**src/logic/video_settings.svh**
```systemverilog
//********************
// frame timing, address widths and register map of the video block
//********************
`ifndef VIDEO_SETTINGS_SVH
`define VIDEO_SETTINGS_SVH

`define VID_AW 16  // video word address width
`define VID_DW 16  // video memory word width

// low-res frame, pixels per line and lines per frame
`define LO_HACT 16
`define LO_HTOT 48
`define LO_VACT 4
`define LO_VTOT 6

// high-res frame
`define HI_HACT 32
`define HI_HTOT 48
`define HI_VACT 6
`define HI_VTOT 8

`define HS_START 4  // active end to hsync start, adjust 0
`define HS_LEN   6
`define VS_LINES 1

// apb register offsets
`define REG_CTRL    8'h00
`define REG_LO_BASE 8'h04
`define REG_HI_BASE 8'h08
`define REG_ADJ     8'h0C
`define REG_PAL0    8'h10
`define REG_PAL1    8'h14
`define REG_PAL2    8'h18
`define REG_PAL3    8'h1C

`endif

```
**src/logic/video_pkg.sv**
```systemverilog
//********************
// video format types, fetch fsm states and source modes
//********************
`include "video_settings.svh"

package video_pkg;

  typedef logic [`VID_AW-1:0] vaddr_t;  // word address into video memory
  typedef logic [`VID_DW-1:0] vword_t;  // one memory word

  // 4 bits per channel, r in the top nibble
  typedef logic [11:0] rgb_t;

  typedef logic [1:0] pal_idx_t;  // low-res palette index

  // beam position, wide enough for both frame formats
  typedef logic [5:0] hcount_t;
  typedef logic [5:0] vcount_t;

  // which engine drives the output
  typedef enum logic {
    MODE_LORES = 1'b0,
    MODE_HIRES = 1'b1
  } vid_mode_e;

  // line fetch, two words per line
  typedef enum logic [1:0] {
    FS_IDLE,  // waiting for blank entry
    FS_REQ,   // req held until gnt
    FS_WAIT,  // read in flight
    FS_DONE   // both words in, waiting for line swap
  } fetch_state_e;

endpackage

```
**src/logic/video_regs_pkg.sv**
```systemverilog
//********************
// register map types and control field positions
//********************
`include "video_settings.svh"

package video_regs_pkg;

  typedef enum logic [7:0] {
    RA_CTRL    = `REG_CTRL,
    RA_LO_BASE = `REG_LO_BASE,
    RA_HI_BASE = `REG_HI_BASE,
    RA_ADJ     = `REG_ADJ,
    RA_PAL0    = `REG_PAL0,
    RA_PAL1    = `REG_PAL1,
    RA_PAL2    = `REG_PAL2,
    RA_PAL3    = `REG_PAL3
  } reg_addr_e;

  typedef logic [2:0] adjust_t;  // extra sync delay in cycles

  // bit positions inside the control word
  typedef enum int unsigned {
    CTRL_MODE     = 0,
    CTRL_HS_POL   = 1,
    CTRL_VS_POL   = 2,
    CTRL_SCANLINE = 3,
    CTRL_HI_INV   = 4
  } ctrl_bit_e;

endpackage

```
**src/logic/hires_shifter.sv**
```systemverilog
//********************
// high-res engine, beam counters, line fetch and 1 bpp mono output
//********************
`timescale 1ns/100ps
`include "video_settings.svh"

module hires_shifter (
  input  logic              clk_128,
  input  logic              arst_n,
  input  video_pkg::vaddr_t base,
  input  logic              invert,
  output logic              req,
  output video_pkg::vaddr_t addr,
  input  logic              gnt,
  input  video_pkg::vword_t rdata,
  input  logic              rvalid,
  output logic              de,
  output logic              hs,
  output logic              vs,
  output video_pkg::rgb_t   rgb,
  output logic              line_odd
);
  import video_pkg::*;

  localparam hcount_t HACT   = hcount_t'(`HI_HACT);
  localparam hcount_t HTOT   = hcount_t'(`HI_HTOT);
  localparam vcount_t VACT   = vcount_t'(`HI_VACT);
  localparam vcount_t VTOT   = vcount_t'(`HI_VTOT);
  localparam hcount_t HS_ON  = hcount_t'(`HI_HACT + `HS_START);
  localparam hcount_t HS_OFF = hcount_t'(`HI_HACT + `HS_START + `HS_LEN);
  localparam vcount_t VS_OFF = vcount_t'(`HI_VACT + `VS_LINES);

  hcount_t      hcnt;
  vcount_t      vcnt;
  vcount_t      next_line;
  fetch_state_e fstate;
  logic         word_sel;
  vword_t       line_buf [2];
  logic [31:0]  pix_sr;  // 32 pixels
  logic         line_end, next_active, active;

  assign line_end    = (hcnt == HTOT - 1'b1);
  assign next_line   = (vcnt == VTOT - 1'b1) ? '0 : vcnt + 1'b1;
  assign next_active = (next_line < VACT);
  assign active      = (hcnt < HACT) && (vcnt < VACT);
  assign req         = (fstate == FS_REQ);

  always_ff @(posedge clk_128 or negedge arst_n) begin
    if (!arst_n) begin
      hcnt <= '0;
      vcnt <= '0;
    end else begin
      hcnt <= line_end ? '0 : hcnt + 1'b1;
      if (line_end) vcnt <= next_line;
    end
  end

  // 16 cycle blank, tighter than low-res
  always_ff @(posedge clk_128 or negedge arst_n) begin
    if (!arst_n) begin
      fstate   <= FS_IDLE;
      word_sel <= 1'b0;
      addr     <= '0;
    end else begin
      case (fstate)
        FS_IDLE: if (hcnt == HACT && next_active) begin
          addr     <= base + vaddr_t'({next_line, 1'b0});
          word_sel <= 1'b0;
          fstate   <= FS_REQ;
        end
        FS_REQ: if (gnt) fstate <= FS_WAIT;  // only one read outstanding
        FS_WAIT: if (rvalid) begin
          if (word_sel) begin
            fstate <= FS_DONE;
          end else begin
            word_sel <= 1'b1;
            addr     <= addr + 1'b1;
            fstate   <= FS_REQ;
          end
        end
        FS_DONE: if (line_end) fstate <= FS_IDLE;
        default: fstate <= FS_IDLE;
      endcase
    end
  end

  always_ff @(posedge clk_128) begin
    if (fstate == FS_WAIT && rvalid) line_buf[word_sel] <= rdata;
    if (line_end && next_active) pix_sr <= {line_buf[0], line_buf[1]};
    else if (active) pix_sr <= pix_sr << 1;
  end

  always_ff @(posedge clk_128 or negedge arst_n) begin
    if (!arst_n) begin
      de       <= 1'b0;
      hs       <= 1'b0;
      vs       <= 1'b0;
      rgb      <= '0;
      line_odd <= 1'b0;
    end else begin
      de       <= active;
      hs       <= (hcnt >= HS_ON) && (hcnt < HS_OFF);
      vs       <= (vcnt >= VACT) && (vcnt < VS_OFF);
      rgb      <= (active && (pix_sr[31] ^ invert)) ? '1 : '0;  // white or black
      line_odd <= vcnt[0];
    end
  end

endmodule

```
**src/logic/lores_shifter.sv**
```systemverilog
//********************
// low-res engine, beam counters, line fetch and 2 bpp palette output
//********************
`timescale 1ns/100ps
`include "video_settings.svh"

module lores_shifter (
  input  logic              clk_128,
  input  logic              arst_n,
  input  video_pkg::vaddr_t base,
  input  video_pkg::rgb_t   pal0,
  input  video_pkg::rgb_t   pal1,
  input  video_pkg::rgb_t   pal2,
  input  video_pkg::rgb_t   pal3,
  output logic              req,
  output video_pkg::vaddr_t addr,
  input  logic              gnt,
  input  video_pkg::vword_t rdata,
  input  logic              rvalid,
  output logic              de,
  output logic              hs,
  output logic              vs,
  output video_pkg::rgb_t   rgb,
  output logic              line_odd
);
  import video_pkg::*;

  localparam hcount_t HACT   = hcount_t'(`LO_HACT);
  localparam hcount_t HTOT   = hcount_t'(`LO_HTOT);
  localparam vcount_t VACT   = vcount_t'(`LO_VACT);
  localparam vcount_t VTOT   = vcount_t'(`LO_VTOT);
  localparam hcount_t HS_ON  = hcount_t'(`LO_HACT + `HS_START);
  localparam hcount_t HS_OFF = hcount_t'(`LO_HACT + `HS_START + `HS_LEN);
  localparam vcount_t VS_OFF = vcount_t'(`LO_VACT + `VS_LINES);

  hcount_t      hcnt;
  vcount_t      vcnt;
  vcount_t      next_line;
  fetch_state_e fstate;
  logic         word_sel;  // which half of the line is being fetched
  vword_t       line_buf [2];
  logic [31:0]  pix_sr;  // 16 pixels, msb first
  pal_idx_t     pix_idx;
  rgb_t         pix_rgb;
  logic         line_end, next_active, active;

  assign line_end    = (hcnt == HTOT - 1'b1);
  assign next_line   = (vcnt == VTOT - 1'b1) ? '0 : vcnt + 1'b1;  // wraps to line 0
  assign next_active = (next_line < VACT);
  assign active      = (hcnt < HACT) && (vcnt < VACT);
  assign req         = (fstate == FS_REQ);

  always_ff @(posedge clk_128 or negedge arst_n) begin
    if (!arst_n) begin
      hcnt <= '0;
      vcnt <= '0;
    end else begin
      hcnt <= line_end ? '0 : hcnt + 1'b1;
      if (line_end) vcnt <= next_line;
    end
  end

  // fetch of the next line, starts at blank entry
  always_ff @(posedge clk_128 or negedge arst_n) begin
    if (!arst_n) begin
      fstate   <= FS_IDLE;
      word_sel <= 1'b0;
      addr     <= '0;
    end else begin
      case (fstate)
        FS_IDLE: if (hcnt == HACT && next_active) begin
          addr     <= base + vaddr_t'({next_line, 1'b0});  // 2 words per line
          word_sel <= 1'b0;
          fstate   <= FS_REQ;
        end
        FS_REQ: if (gnt) fstate <= FS_WAIT;
        FS_WAIT: if (rvalid) begin
          if (word_sel) begin
            fstate <= FS_DONE;
          end else begin
            word_sel <= 1'b1;
            addr     <= addr + 1'b1;
            fstate   <= FS_REQ;
          end
        end
        FS_DONE: if (line_end) fstate <= FS_IDLE;
        default: fstate <= FS_IDLE;
      endcase
    end
  end

  always_ff @(posedge clk_128) begin
    if (fstate == FS_WAIT && rvalid) line_buf[word_sel] <= rdata;
    if (line_end && next_active) pix_sr <= {line_buf[0], line_buf[1]};  // swap at active start
    else if (active) pix_sr <= pix_sr << 2;
  end

  assign pix_idx = pix_sr[31:30];

  always_comb begin
    case (pix_idx)
      2'd0:    pix_rgb = pal0;
      2'd1:    pix_rgb = pal1;
      2'd2:    pix_rgb = pal2;
      default: pix_rgb = pal3;
    endcase
  end

  // one cycle behind the counters
  always_ff @(posedge clk_128 or negedge arst_n) begin
    if (!arst_n) begin
      de       <= 1'b0;
      hs       <= 1'b0;
      vs       <= 1'b0;
      rgb      <= '0;
      line_odd <= 1'b0;
    end else begin
      de       <= active;
      hs       <= (hcnt >= HS_ON) && (hcnt < HS_OFF);
      vs       <= (vcnt >= VACT) && (vcnt < VS_OFF);
      rgb      <= active ? pix_rgb : '0;  // black in blank
      line_odd <= vcnt[0];
    end
  end

endmodule

```
**src/logic/video_output.sv**
```systemverilog
//********************
// source select, sync delay and polarity, scanline dimming
//********************
`timescale 1ns/100ps

module video_output (
  input  logic                    clk_128,
  input  logic                    arst_n,
  input  video_pkg::vid_mode_e    mode,
  input  logic                    lo_de,
  input  logic                    lo_hs,
  input  logic                    lo_vs,
  input  video_pkg::rgb_t         lo_rgb,
  input  logic                    lo_odd,
  input  logic                    hi_de,
  input  logic                    hi_hs,
  input  logic                    hi_vs,
  input  video_pkg::rgb_t         hi_rgb,
  input  logic                    hi_odd,
  input  video_regs_pkg::adjust_t adjust,
  input  logic                    hs_pol,
  input  logic                    vs_pol,
  input  logic                    scanline_en,
  output logic                    de,
  output logic                    hs,
  output logic                    vs,
  output video_pkg::rgb_t         rgb
);
  import video_pkg::*;

  logic       sel_de, sel_hs, sel_vs, sel_odd;
  rgb_t       sel_rgb;
  rgb_t       dim_rgb;
  logic [7:0] hs_dly;  // tap 0 is one cycle late
  logic [7:0] vs_dly;

  always_comb begin
    if (mode == MODE_HIRES) begin
      sel_de  = hi_de;
      sel_hs  = hi_hs;
      sel_vs  = hi_vs;
      sel_rgb = hi_rgb;
      sel_odd = hi_odd;
    end else begin
      sel_de  = lo_de;
      sel_hs  = lo_hs;
      sel_vs  = lo_vs;
      sel_rgb = lo_rgb;
      sel_odd = lo_odd;
    end
  end

  // half intensity per channel
  assign dim_rgb = {1'b0, sel_rgb[11:9], 1'b0, sel_rgb[7:5], 1'b0, sel_rgb[3:1]};

  always_ff @(posedge clk_128 or negedge arst_n) begin
    if (!arst_n) begin
      de     <= 1'b0;
      rgb    <= '0;
      hs_dly <= '0;
      vs_dly <= '0;
      hs     <= 1'b0;
      vs     <= 1'b0;
    end else begin
      de     <= sel_de;
      rgb    <= (scanline_en && sel_odd) ? dim_rgb : sel_rgb;
      hs_dly <= {hs_dly[6:0], sel_hs};
      vs_dly <= {vs_dly[6:0], sel_vs};
      // adjust + 1 cycles behind de
      hs     <= hs_dly[adjust] ^ hs_pol;
      vs     <= vs_dly[adjust] ^ vs_pol;  // pol 0 means active high
    end
  end

endmodule

```
**src/logic/video_regs.sv**
```systemverilog
//********************
// apb slave, control bits, base addresses, sync adjust and palette
//********************
`timescale 1ns/100ps

module video_regs (
  input  logic                     clk_128,
  input  logic                     arst_n,
  input  logic                     psel,
  input  logic                     penable,
  input  logic                     pwrite,
  input  logic [7:0]               paddr,
  input  logic [31:0]              pwdata,
  output logic [31:0]              prdata,
  output logic                     pready,
  output video_pkg::vid_mode_e     mode,
  output logic                     hs_pol,
  output logic                     vs_pol,
  output logic                     scanline_en,
  output logic                     hi_invert,
  output video_pkg::vaddr_t        lo_base,
  output video_pkg::vaddr_t        hi_base,
  output video_regs_pkg::adjust_t  adjust,
  output video_pkg::rgb_t          pal0,
  output video_pkg::rgb_t          pal1,
  output video_pkg::rgb_t          pal2,
  output video_pkg::rgb_t          pal3
);
  import video_pkg::*;
  import video_regs_pkg::*;

  logic wr_en;

  assign pready = 1'b1;  // no wait states
  assign wr_en  = psel && penable && pwrite;  // end of access phase

  always_ff @(posedge clk_128 or negedge arst_n) begin
    if (!arst_n) begin
      mode        <= MODE_LORES;
      hs_pol      <= 1'b0;
      vs_pol      <= 1'b0;
      scanline_en <= 1'b0;
      hi_invert   <= 1'b0;
      lo_base     <= '0;
      hi_base     <= '0;
      adjust      <= '0;
      pal0        <= '0;  // black palette out of reset
      pal1        <= '0;
      pal2        <= '0;
      pal3        <= '0;
    end else if (wr_en) begin
      case (paddr)
        RA_CTRL: begin
          mode        <= vid_mode_e'(pwdata[CTRL_MODE]);
          hs_pol      <= pwdata[CTRL_HS_POL];
          vs_pol      <= pwdata[CTRL_VS_POL];
          scanline_en <= pwdata[CTRL_SCANLINE];
          hi_invert   <= pwdata[CTRL_HI_INV];
        end
        RA_LO_BASE: lo_base <= pwdata[15:0];
        RA_HI_BASE: hi_base <= pwdata[15:0];
        RA_ADJ:     adjust  <= pwdata[2:0];
        RA_PAL0:    pal0    <= pwdata[11:0];
        RA_PAL1:    pal1    <= pwdata[11:0];
        RA_PAL2:    pal2    <= pwdata[11:0];
        RA_PAL3:    pal3    <= pwdata[11:0];
        default: ;  // unmapped, write dropped
      endcase
    end
  end

  // read mux, zero extended fields
  always_comb begin
    prdata = '0;
    case (paddr)
      RA_CTRL: begin
        prdata[CTRL_MODE]     = mode;
        prdata[CTRL_HS_POL]   = hs_pol;
        prdata[CTRL_VS_POL]   = vs_pol;
        prdata[CTRL_SCANLINE] = scanline_en;
        prdata[CTRL_HI_INV]   = hi_invert;
      end
      RA_LO_BASE: prdata[15:0] = lo_base;
      RA_HI_BASE: prdata[15:0] = hi_base;
      RA_ADJ:     prdata[2:0]  = adjust;
      RA_PAL0:    prdata[11:0] = pal0;
      RA_PAL1:    prdata[11:0] = pal1;
      RA_PAL2:    prdata[11:0] = pal2;
      RA_PAL3:    prdata[11:0] = pal3;
      default: ;
    endcase
  end

endmodule

```
**src/logic/video_top.sv**
```systemverilog
//********************
// video block top, registers, two engines, arbiter and output stage
//********************
`timescale 1ns/100ps

module video_top (
  input  logic              clk_128,
  input  logic              arst_n,
  input  logic              psel,
  input  logic              penable,
  input  logic              pwrite,
  input  logic [7:0]        paddr,
  input  logic [31:0]       pwdata,
  output logic [31:0]       prdata,
  output logic              pready,
  output logic              mem_read,
  output video_pkg::vaddr_t mem_addr,
  input  video_pkg::vword_t mem_data,
  input  logic              mem_valid,
  output logic              de,
  output logic              hs,
  output logic              vs,
  output video_pkg::rgb_t   rgb
);
  import video_pkg::*;
  import video_regs_pkg::*;

  vid_mode_e mode;
  logic      hs_pol, vs_pol, scanline_en, hi_invert;
  vaddr_t    lo_base, hi_base;
  adjust_t   adjust;
  rgb_t      pal0, pal1, pal2, pal3;

  // engine to arbiter
  logic      lo_req, lo_gnt, lo_rvalid;
  logic      hi_req, hi_gnt, hi_rvalid;
  vaddr_t    lo_addr, hi_addr;
  vword_t    vm_rdata;

  // engine streams
  logic      lo_de, lo_hs, lo_vs, lo_odd;
  logic      hi_de, hi_hs, hi_vs, hi_odd;
  rgb_t      lo_rgb, hi_rgb;

  video_regs i_regs (
    .clk_128, .arst_n, .psel, .penable, .pwrite, .paddr, .pwdata, .prdata, .pready,
    .mode, .hs_pol, .vs_pol, .scanline_en, .hi_invert, .lo_base, .hi_base,
    .adjust, .pal0, .pal1, .pal2, .pal3
  );

  lores_shifter i_lores (
    .clk_128, .arst_n, .base(lo_base), .pal0, .pal1, .pal2, .pal3,
    .req(lo_req), .addr(lo_addr), .gnt(lo_gnt), .rdata(vm_rdata), .rvalid(lo_rvalid),
    .de(lo_de), .hs(lo_hs), .vs(lo_vs), .rgb(lo_rgb), .line_odd(lo_odd)
  );

  hires_shifter i_hires (
    .clk_128, .arst_n, .base(hi_base), .invert(hi_invert),
    .req(hi_req), .addr(hi_addr), .gnt(hi_gnt), .rdata(vm_rdata), .rvalid(hi_rvalid),
    .de(hi_de), .hs(hi_hs), .vs(hi_vs), .rgb(hi_rgb), .line_odd(hi_odd)
  );

  // port 0 is lores
  vmem_arbiter i_arb (
    .clk_128, .arst_n,
    .req0(lo_req), .addr0(lo_addr), .gnt0(lo_gnt), .rvalid0(lo_rvalid),
    .req1(hi_req), .addr1(hi_addr), .gnt1(hi_gnt), .rvalid1(hi_rvalid),
    .rdata(vm_rdata), .mem_read, .mem_addr, .mem_data, .mem_valid
  );

  video_output i_out (
    .clk_128, .arst_n, .mode,
    .lo_de, .lo_hs, .lo_vs, .lo_rgb, .lo_odd,
    .hi_de, .hi_hs, .hi_vs, .hi_rgb, .hi_odd,
    .adjust, .hs_pol, .vs_pol, .scanline_en,
    .de, .hs, .vs, .rgb
  );

endmodule

```
**src/logic/vmem_arbiter.sv**
```systemverilog
//********************
// round-robin share of the video memory read port
//********************
`timescale 1ns/100ps

module vmem_arbiter (
  input  logic              clk_128,
  input  logic              arst_n,
  input  logic              req0,
  input  video_pkg::vaddr_t addr0,
  output logic              gnt0,
  output logic              rvalid0,
  input  logic              req1,
  input  video_pkg::vaddr_t addr1,
  output logic              gnt1,
  output logic              rvalid1,
  output video_pkg::vword_t rdata,
  output logic              mem_read,
  output video_pkg::vaddr_t mem_addr,
  input  video_pkg::vword_t mem_data,
  input  logic              mem_valid
);

  logic pending;   // read in flight
  logic owner;     // requester of that read
  logic last_win;  // winner of the last grant
  logic pick1;

  // tie goes to whoever did not win last
  assign pick1 = req1 && (!req0 || !last_win);

  assign gnt0 = !pending && req0 && !pick1;
  assign gnt1 = !pending && pick1;

  assign rvalid0 = pending && mem_valid && !owner;
  assign rvalid1 = pending && mem_valid && owner;
  assign rdata   = mem_data;  // shared, qualified by rvalid

  always_ff @(posedge clk_128 or negedge arst_n) begin
    if (!arst_n) begin
      mem_read <= 1'b0;
      mem_addr <= '0;
      pending  <= 1'b0;
      owner    <= 1'b0;
      last_win <= 1'b1;  // lores takes the first tie
    end else begin
      mem_read <= gnt0 || gnt1;  // single cycle pulse
      if (gnt0 || gnt1) begin
        mem_addr <= pick1 ? addr1 : addr0;
        pending  <= 1'b1;
        owner    <= pick1;
        last_win <= pick1;
      end else if (mem_valid) begin
        pending  <= 1'b0;
      end
    end
  end

endmodule

```
**config.mk**
```make
export PLATFORM = sky130hd
export DESIGN_NAME = video_top
export DESIGN_NICKNAME = d
export VERILOG_FILES = /design/src/logic/video_pkg.sv /design/src/logic/video_regs_pkg.sv /design/src/logic/hires_shifter.sv /design/src/logic/lores_shifter.sv /design/src/logic/video_output.sv /design/src/logic/video_regs.sv /design/src/logic/video_top.sv /design/src/logic/vmem_arbiter.sv
export VERILOG_INCLUDE_DIRS = /design/src /design/src/logic
export SDC_FILE = /design/constraint.sdc
export NUM_CORES = 1
export LEC_CHECK = 0
export ABC_AREA = 1
export BUFFER_PORTS_ARGS = -buffer_cell sky130_fd_sc_hd__buf_2
export CORE_ASPECT_RATIO = 0.8
export CORE_MARGIN = 1
export CORE_UTILIZATION = 55
export CTS_CLUSTER_SIZE = 12
export DETAILED_ROUTE_END_ITERATION = 8
export PLACE_DENSITY = 0.75
export SETUP_SLACK_MARGIN = 0.15
export SLEW_MARGIN = 20
export SYNTH_ARGS = -nofsm -noshare
export SYNTH_HDL_FRONTEND = slang
export SYNTH_SLANG_ARGS = --single-unit
```
**constraint.sdc**
```tcl
create_clock -name clk_128 -period 2.6 [get_ports clk_128]
set_clock_uncertainty 0.15 [all_clocks]
set_input_delay 0.26 -clock clk_128 [delete_from_list [all_inputs] [get_ports clk_128]]
set_output_delay 0.26 -clock clk_128 [all_outputs]
set_load 0.01 [all_outputs]
```
### After elaboration in Yosys (flattened, before gate mapping)

Memory sizes are Yosys's and may differ from the RTL's.
Index checks and enable logic that the tools add are counted.

* bits in registers: 297
* bits in writable memories: 64
* input port bits: 62
* output and inout port bits: 65
* logic and storage cells: 215
* memories: 2

* add/sub/neg operators: 8
* order comparisons: 15
* equal/unequal tests: 31
* mux-type cells: 58
* bitwise gates (word level): 3
* reductions and logical operators: 53

Memories
* i_hires.line_buf: depth 2, bits a word 16, rd ports 2, clocked after memory_dff 0, write ports 1, RTL line hires_shifter.sv:38 `vword_t line_buf [2];`
* i_lores.line_buf: depth 2, bits a word 16, rd ports 2, clocked after memory_dff 0, write ports 1, RTL line lores_shifter.sv:41 `vword_t line_buf [2];`

Operators by type and width (number)
* $mux 32: 4
* $mux 16: 7
* $pmux 16 s2: 2
* $mux 12: 4
* $pmux 7 s6: 1
* $lt 6x3->1 const B: 6
* $pmux 12 s3: 1
* $add 16x1->16 const B: 2
* $add 16x7->16: 2
* $eq 8x5->1 const B: 4
* $add 6x1->6 const B: 4
* $mux 6: 4
* $pmux 3 s8: 1
* $logic_and 1x1->1: 23
* $mux 2: 10
* $eq 6x6->1 const B: 3
* $eq 8x4->1 const B: 2
* $mux 1: 16
* $pmux 2 s4: 2
* $reduce_and 2->1: 8
* $reduce_and 4->1: 4
* $pmux 2 s7: 1
* $eq 6x3->1 const B: 2
* $ge 6x3->1 const B: 2
* 21 further kinds: 53

### Depth between registers and ports, before layout

* word-level depth: 8
* gate-level depth with buffers: 19
* gate-level depth less buffers: 18

### Modules after synthesis

From an unflattened synthesis, not the netlist that was laid out.

* cell total of the unflattened synthesis: 2093
* area total of the unflattened synthesis: 17933.4 um2

By module, submodules not included
* lores_shifter: times used 1, cells an instance 667, area an instance 5726.7 um2, sequential area each 3098.0 um2
* hires_shifter: times used 1, cells an instance 577, area an instance 5127.4 um2, sequential area each 2822.7 um2
* video_regs: times used 1, cells an instance 540, area an instance 4546.9 um2, sequential area each 2202.1 um2
* video_output: times used 1, cells an instance 152, area an instance 1336.3 um2, sequential area each 775.7 um2
* vmem_arbiter: times used 1, cells an instance 157, area an instance 1196.1 um2, sequential area each 501.7 um2

### Worst setup path before layout

No wires, ideal clock.

* path kind: register to register
* from: reg i_lores.vcnt[0]
* to: reg i_lores.pix_sr[0] (enable)
* setup time: 0.389 ns
* data arrival time: 2.199 ns
* path slack: -0.138 ns
* stages on the path, launching flop included: 10
* path buffers: 2
* clock period less this slack: 2.738 ns
* cells stage by stage: dfrtp_1 > ha_1 > nand3_1 > nand2_1 > o21ai_1 > nand3_2 > or2_1 > buf_6 > buf_6 > nand2_1

* longest elaborated chain between the ends: 5
* elaborated cells on any way between the ends: 8
* classes of those cells: add/sub: 1; order compare: 2; eq/ne: 1; mux: 1; reduce/logical: 3

Ends and longest elaborated chain
* start: declaration: RTL line lores_shifter.sv:37 `vcount_t vcnt;`
* start signal: assignment: RTL line lores_shifter.sv:59 `if (line_end) vcnt <= next_line;`
* $add 6x1->6 or $eq 6x3->1 (tied branches): RTL line lores_shifter.sv:48 `assign next_line = (vcnt == VTOT - 1'b1) ? '0 : vcnt + 1'b1;`
* $mux 6: RTL line lores_shifter.sv:48
* $lt 6x3->1: RTL line lores_shifter.sv:49 `assign next_active = (next_line < VACT);`
* $logic_and 1x1->1: RTL line lores_shifter.sv:94 `if (line_end && next_active) pix_sr <= {line_buf[0], line_buf[1]};`
* $reduce_bool 2->1 (no line) *
* end signal: assignment: RTL line lores_shifter.sv:94
* end signal: assignment: RTL line lores_shifter.sv:95 `else if (active) pix_sr <= pix_sr << 2;`
* end: declaration: RTL line lores_shifter.sv:42 `logic [31:0] pix_sr;`

Every way passes the cells marked *; elsewhere a longest branch is shown, timed or not.
A chain may end at the register's enable or synchronous reset.

### Final worst setup path

* from: reg i_hires.vcnt[1]
* to: reg i_hires.addr[15]

* longest elaborated chain between the ends: 6
* elaborated cells on any way between the ends: 10
* classes of those cells: add/sub: 2; order compare: 1; eq/ne: 2; mux: 3; reduce/logical: 2

Ends and longest elaborated chain
* start: declaration: RTL line hires_shifter.sv:34 `vcount_t vcnt;`
* start signal: assignment: RTL line hires_shifter.sv:54 `if (line_end) vcnt <= next_line;`
* $eq 6x3->1 *: RTL line hires_shifter.sv:43 `assign next_line = (vcnt == VTOT - 1'b1) ? '0 : vcnt + 1'b1;`
* $mux 6 *: RTL line hires_shifter.sv:43
* named net i_hires.next_line[0]: RTL line hires_shifter.sv:35 `vcount_t next_line;`
* parallel branches: the longest is 4 deep, another holds $add 16x7->16
* end signal: assignment: RTL line hires_shifter.sv:67 `addr <= base + vaddr_t'({next_line, 1'b0});`
* end signal: assignment: RTL line hires_shifter.sv:77 `addr <= addr + 1'b1;`
* end: declaration: RTL line hires_shifter.sv:13 `output video_pkg::vaddr_t addr,`

Mark *: on every way through the listed nets, which the timed path passes. The select of a mux whose other input is x is not followed.

==> impl_metrics.yaml <==
yosys:
  ys_seq_area_share_pct: 55.4
  synth_warnings: 0
  ys_types: 51
  yosys.area.top_type: "dfrtp_1"
  netlist_area_um2: 17000
  synth_edf_count: 128
  synth_area_leaders: "dfrtp_1, edfxtp_1, nand2_1"
  async_reset_ff_share_pct: 63.4
  synth-main-ff-cell: "dfrtp_1"
  synth_common_cells: "nand2_1, dfrtp_1, inv_1"
  avgSynthCellArea_um2: 9.21
  synth.most_common_cell: "nand2_1"
  synth_top_area_share_pct: 32.6
  synth-seq-cells: 350
  syn_inst: 1841
final_layout:
  layout.nets: 2104
  finalNonFillerCells: 2452
  syn_to_final_growth_pct: 18.3
  drive_gt1_share_pct: 21.4
  diodes: 0
  fillerInstances: 2417
  finish.utilization_pct: 66.0
  final_area_um2: 20100
route:
  wl_um: 43800
  via_count: 13482
  dr.pass1.iters: 6
  vias_per_cell: 5.50
  drtIter0Drc: 1353
  drc: 0
  ant_nets: 0
  avgRoutedWirePerCell_um: 17.9
place:
  placed_area_um2: 18100
  dpl.cell_count: 2345
  hpwl_um: 30400
  portBuffers: 93
  dp_slack_ns: -0.0272
  gp_congestion: 0.907
critical_path:
  cpPeakStageDelay_ns: 0.38
  critPathMaxFanout: 5
  crit_path_frequent_cell: "nand2_1"
  arrival_ns: 2.75
  path_buf_inv: 1
  critPathLaunchType: "register"
  r2r_slack_ns: 0.12
  critPathCaptureType: "register"
  path_class: "reg2reg"
  crit_slowest_cell: "dfrtp_1"
  worstPathRequired_ns: 2.87
  worstPathCellList: "ha_2, nand2_4, nor2_4, nor2_4, ha_2, inv_2, fa_2, nand3b_1, nand2_2, nand2_2, nand2_4, nand2_2, nand2_1, nand2_1, nand2_1, nand2_1, nand2_1, nand2_1"
  cp_top_family: "simple AND/OR/NAND/NOR gates"
timing:
  setup_slack_ns: 0.124
  slew_headroom_pct: 48.3
  fin_crit_sh_pct: 95.2
  worst_pin_slew_ns: 0.774
  setup_viol: 0
  clock.fmax_ghz: 0.404
  finalHoldViolCount: 0
  rsz0062_at_grt: "yes"
  min_period_ns: 2.48
  finalMaxSlewViolations: 0
clock_network:
  cts.clk_slew.worst_paths_ns: 0.06
  cts_tree: "done"
  numCtsBuffers: 37
  clk-insertion-delay-late_ns: 0.54
  cts_root_buffer: "clkbuf_16"
  htreeDepth: 2
  cts.sinks: 350
  cts_max_path_buffers: 3
floorplan:
  die_w_um: 198
  row_count: 57
  io_pins: 127
  initial_core_util_pct: 55.8
  die_area_um2: 31600
  coreArea_um2: 30400
  die_h_um: 159
grt:
  grt_max_degree: 62
  grt_pass1_wl_um: 68400
  grt_pass1_vias: 12770
  grt_usage_pct: 27.9
  grt-ovfl-total: 0
  antenna_found_initial: 0
power:
  p_int_uw: 9690
  powerDensity_nw_per_um2: 673
  switching_share_pct: 28.3
  power_frac_clock_pct: 37.3
  combPwrFrac_pct: 15.2
  irDropWorstVdd_mv: 0.491
  power.switching_uw: 3820
  power_frac_seq_pct: 47.6
  leakagePower_uw: 0.00930
flow_run:
  maxCapViolations: 0
status:
  status: "complete, no violations"
worst_hold_path:
  hold_class: "in2reg"
-- metal layers --
layer / GRT usage, % / vias up / wire [um]
li1: - / 6407 / -
met1: 41.8 / 6409 / 19700
met2: 40.7 / 573 / 19500
met3: 5.91 / 93 / 3490
met4: 8.56 / 0 / 1140
met5: 0 / - / 0
-- metrics by stage --
step           hold slack [ns]  power (uW)  setup TNS [ns]
2_1_floorplan           -0.186        7850               0
3_3_place_gp            0.0661        8440               0
3_5_place_dp            0.0714        8510         -0.0272
4_1_cts                0.00382       13600               0
5_1_grt                 0.0315       14100         -0.0296
6_report               0.00756       13500               0
-- path summary, 6_finish.rpt --
check	startpoint	to	cells after the start
min in group asynchronous	arst_n	i_out.vs_dly[6]	2
max in group asynchronous	arst_n	i_hires.vcnt[2]	3
max	i_hires.vcnt[1]	i_hires.addr[15]	18
max reg2reg	i_hires.vcnt[1]	i_hires.addr[15]	18
min	pwdata[3]	i_regs.lo_base[3]	3
min reg2reg	i_out.hs_dly[5]	i_out.hs_dly[6]	0
-- state kept, by name, indices dropped and copies added (netlist names), 3 cells and up --
| signal | cells |
|---|---|
| i_arb.mem_addr | 16 |
| i_lores.rgb | 12 |
| i_hires.hcnt | 6 |
| i_out.rgb | 12 |
| i_hires.vcnt | 6 |
| i_regs.adjust | 3 |
| i_regs.pal0 | 12 |
| i_regs.pal3 | 12 |
| i_regs.pal2 | 12 |
| i_lores.line_buf | 32 |
| i_regs.pal1 | 12 |
| i_hires.pix_sr | 32 |
| i_hires.addr | 16 |
| i_regs.hi_base | 16 |
| i_lores.addr | 16 |
| i_lores.pix_sr | 32 |
| i_out.vs_dly | 8 |
| i_out.hs_dly | 8 |
| i_lores.vcnt | 6 |
| i_hires.line_buf | 32 |
| i_lores.hcnt | 6 |
| i_regs.lo_base | 16 |
-- logic make-up after synthesis --
| family | count (synthesis) | share of synthesized area, % |
|---|---|---|
| AND/OR/NAND/NOR | 804 | 20.3 |
| flip-flops | 350 | 55.4 |
| AO/OA/AOI/OAI | 328 | 11.0 |
| buffers and inverters | 275 | 7.16 |
| multiplexers | 39 | 3.15 |
| adder cells (fa/ha/maj) | 26 | 2.01 |
| XOR/XNOR | 17 | 0.878 |
| other | 2 | 0.0443 |
-- timing repair --
action                     in CTS  in global routing
buffers inserted                1                 13
setup endpoints to repair      33                 50
hold buffers                   31                  0
hold endpoints to repair      336                  0
pin swaps                       7                 30
gates resized for setup        34                 73
-- cells in the final DEF, fill, tap and decap left out, types with 11 or more instances in the layout --
master / count
nand2_1: 460
dfrtp_1: 215
inv_1: 182
o21ai_0: 163
edfxtp_1: 128
nor2_1: 113
buf_2: 92
nand3_1: 71
nand2_2: 62
a21oi_1: 59
buf_4: 57
clkbuf_16: 39
o21ai_2: 33
dlygate4sd3_1: 31
mux2_4: 28
o22ai_1: 25
nor3_1: 21
inv_2: 20
nand4_1: 20
a31oi_1: 17
conb_1: 17
nand3_2: 13
clkbuf_1: 13
ha_4: 12
xor2_1: 11
-- area by class of cell --
cell class | instances | area (um^2) | share of cell area, %
inverters | 204 | 772 | 3.85
well taps | 413 | 517 | 2.58
clock buffers | 56 | 1080 | 5.38
repair buffers | 192 | 1410 | 7.02
flip-flops and latches | 350 | 9410 | 46.9
multi-input cells | 1231 | 6820 | 34.0
clock inverters | 6 | 60.1 | 0.299
-- power by group through the flow --
stage	registers (uW)	logic, uW	clock network, uW
after floorplan	6500	1340	0
after global placement	6520	1920	0
after detailed placement	6530	1980	0
after CTS	6420	2030	5120
after global routing	6470	2330	5320
final	6430	2050	5030
-- worst min-delay path, stage by stage --
cell and delay (ns):
buf_2 0.08, inv_1 0.14, o21ai_0 0.19
No activity file was read; power rests on OpenSTA's default activity.
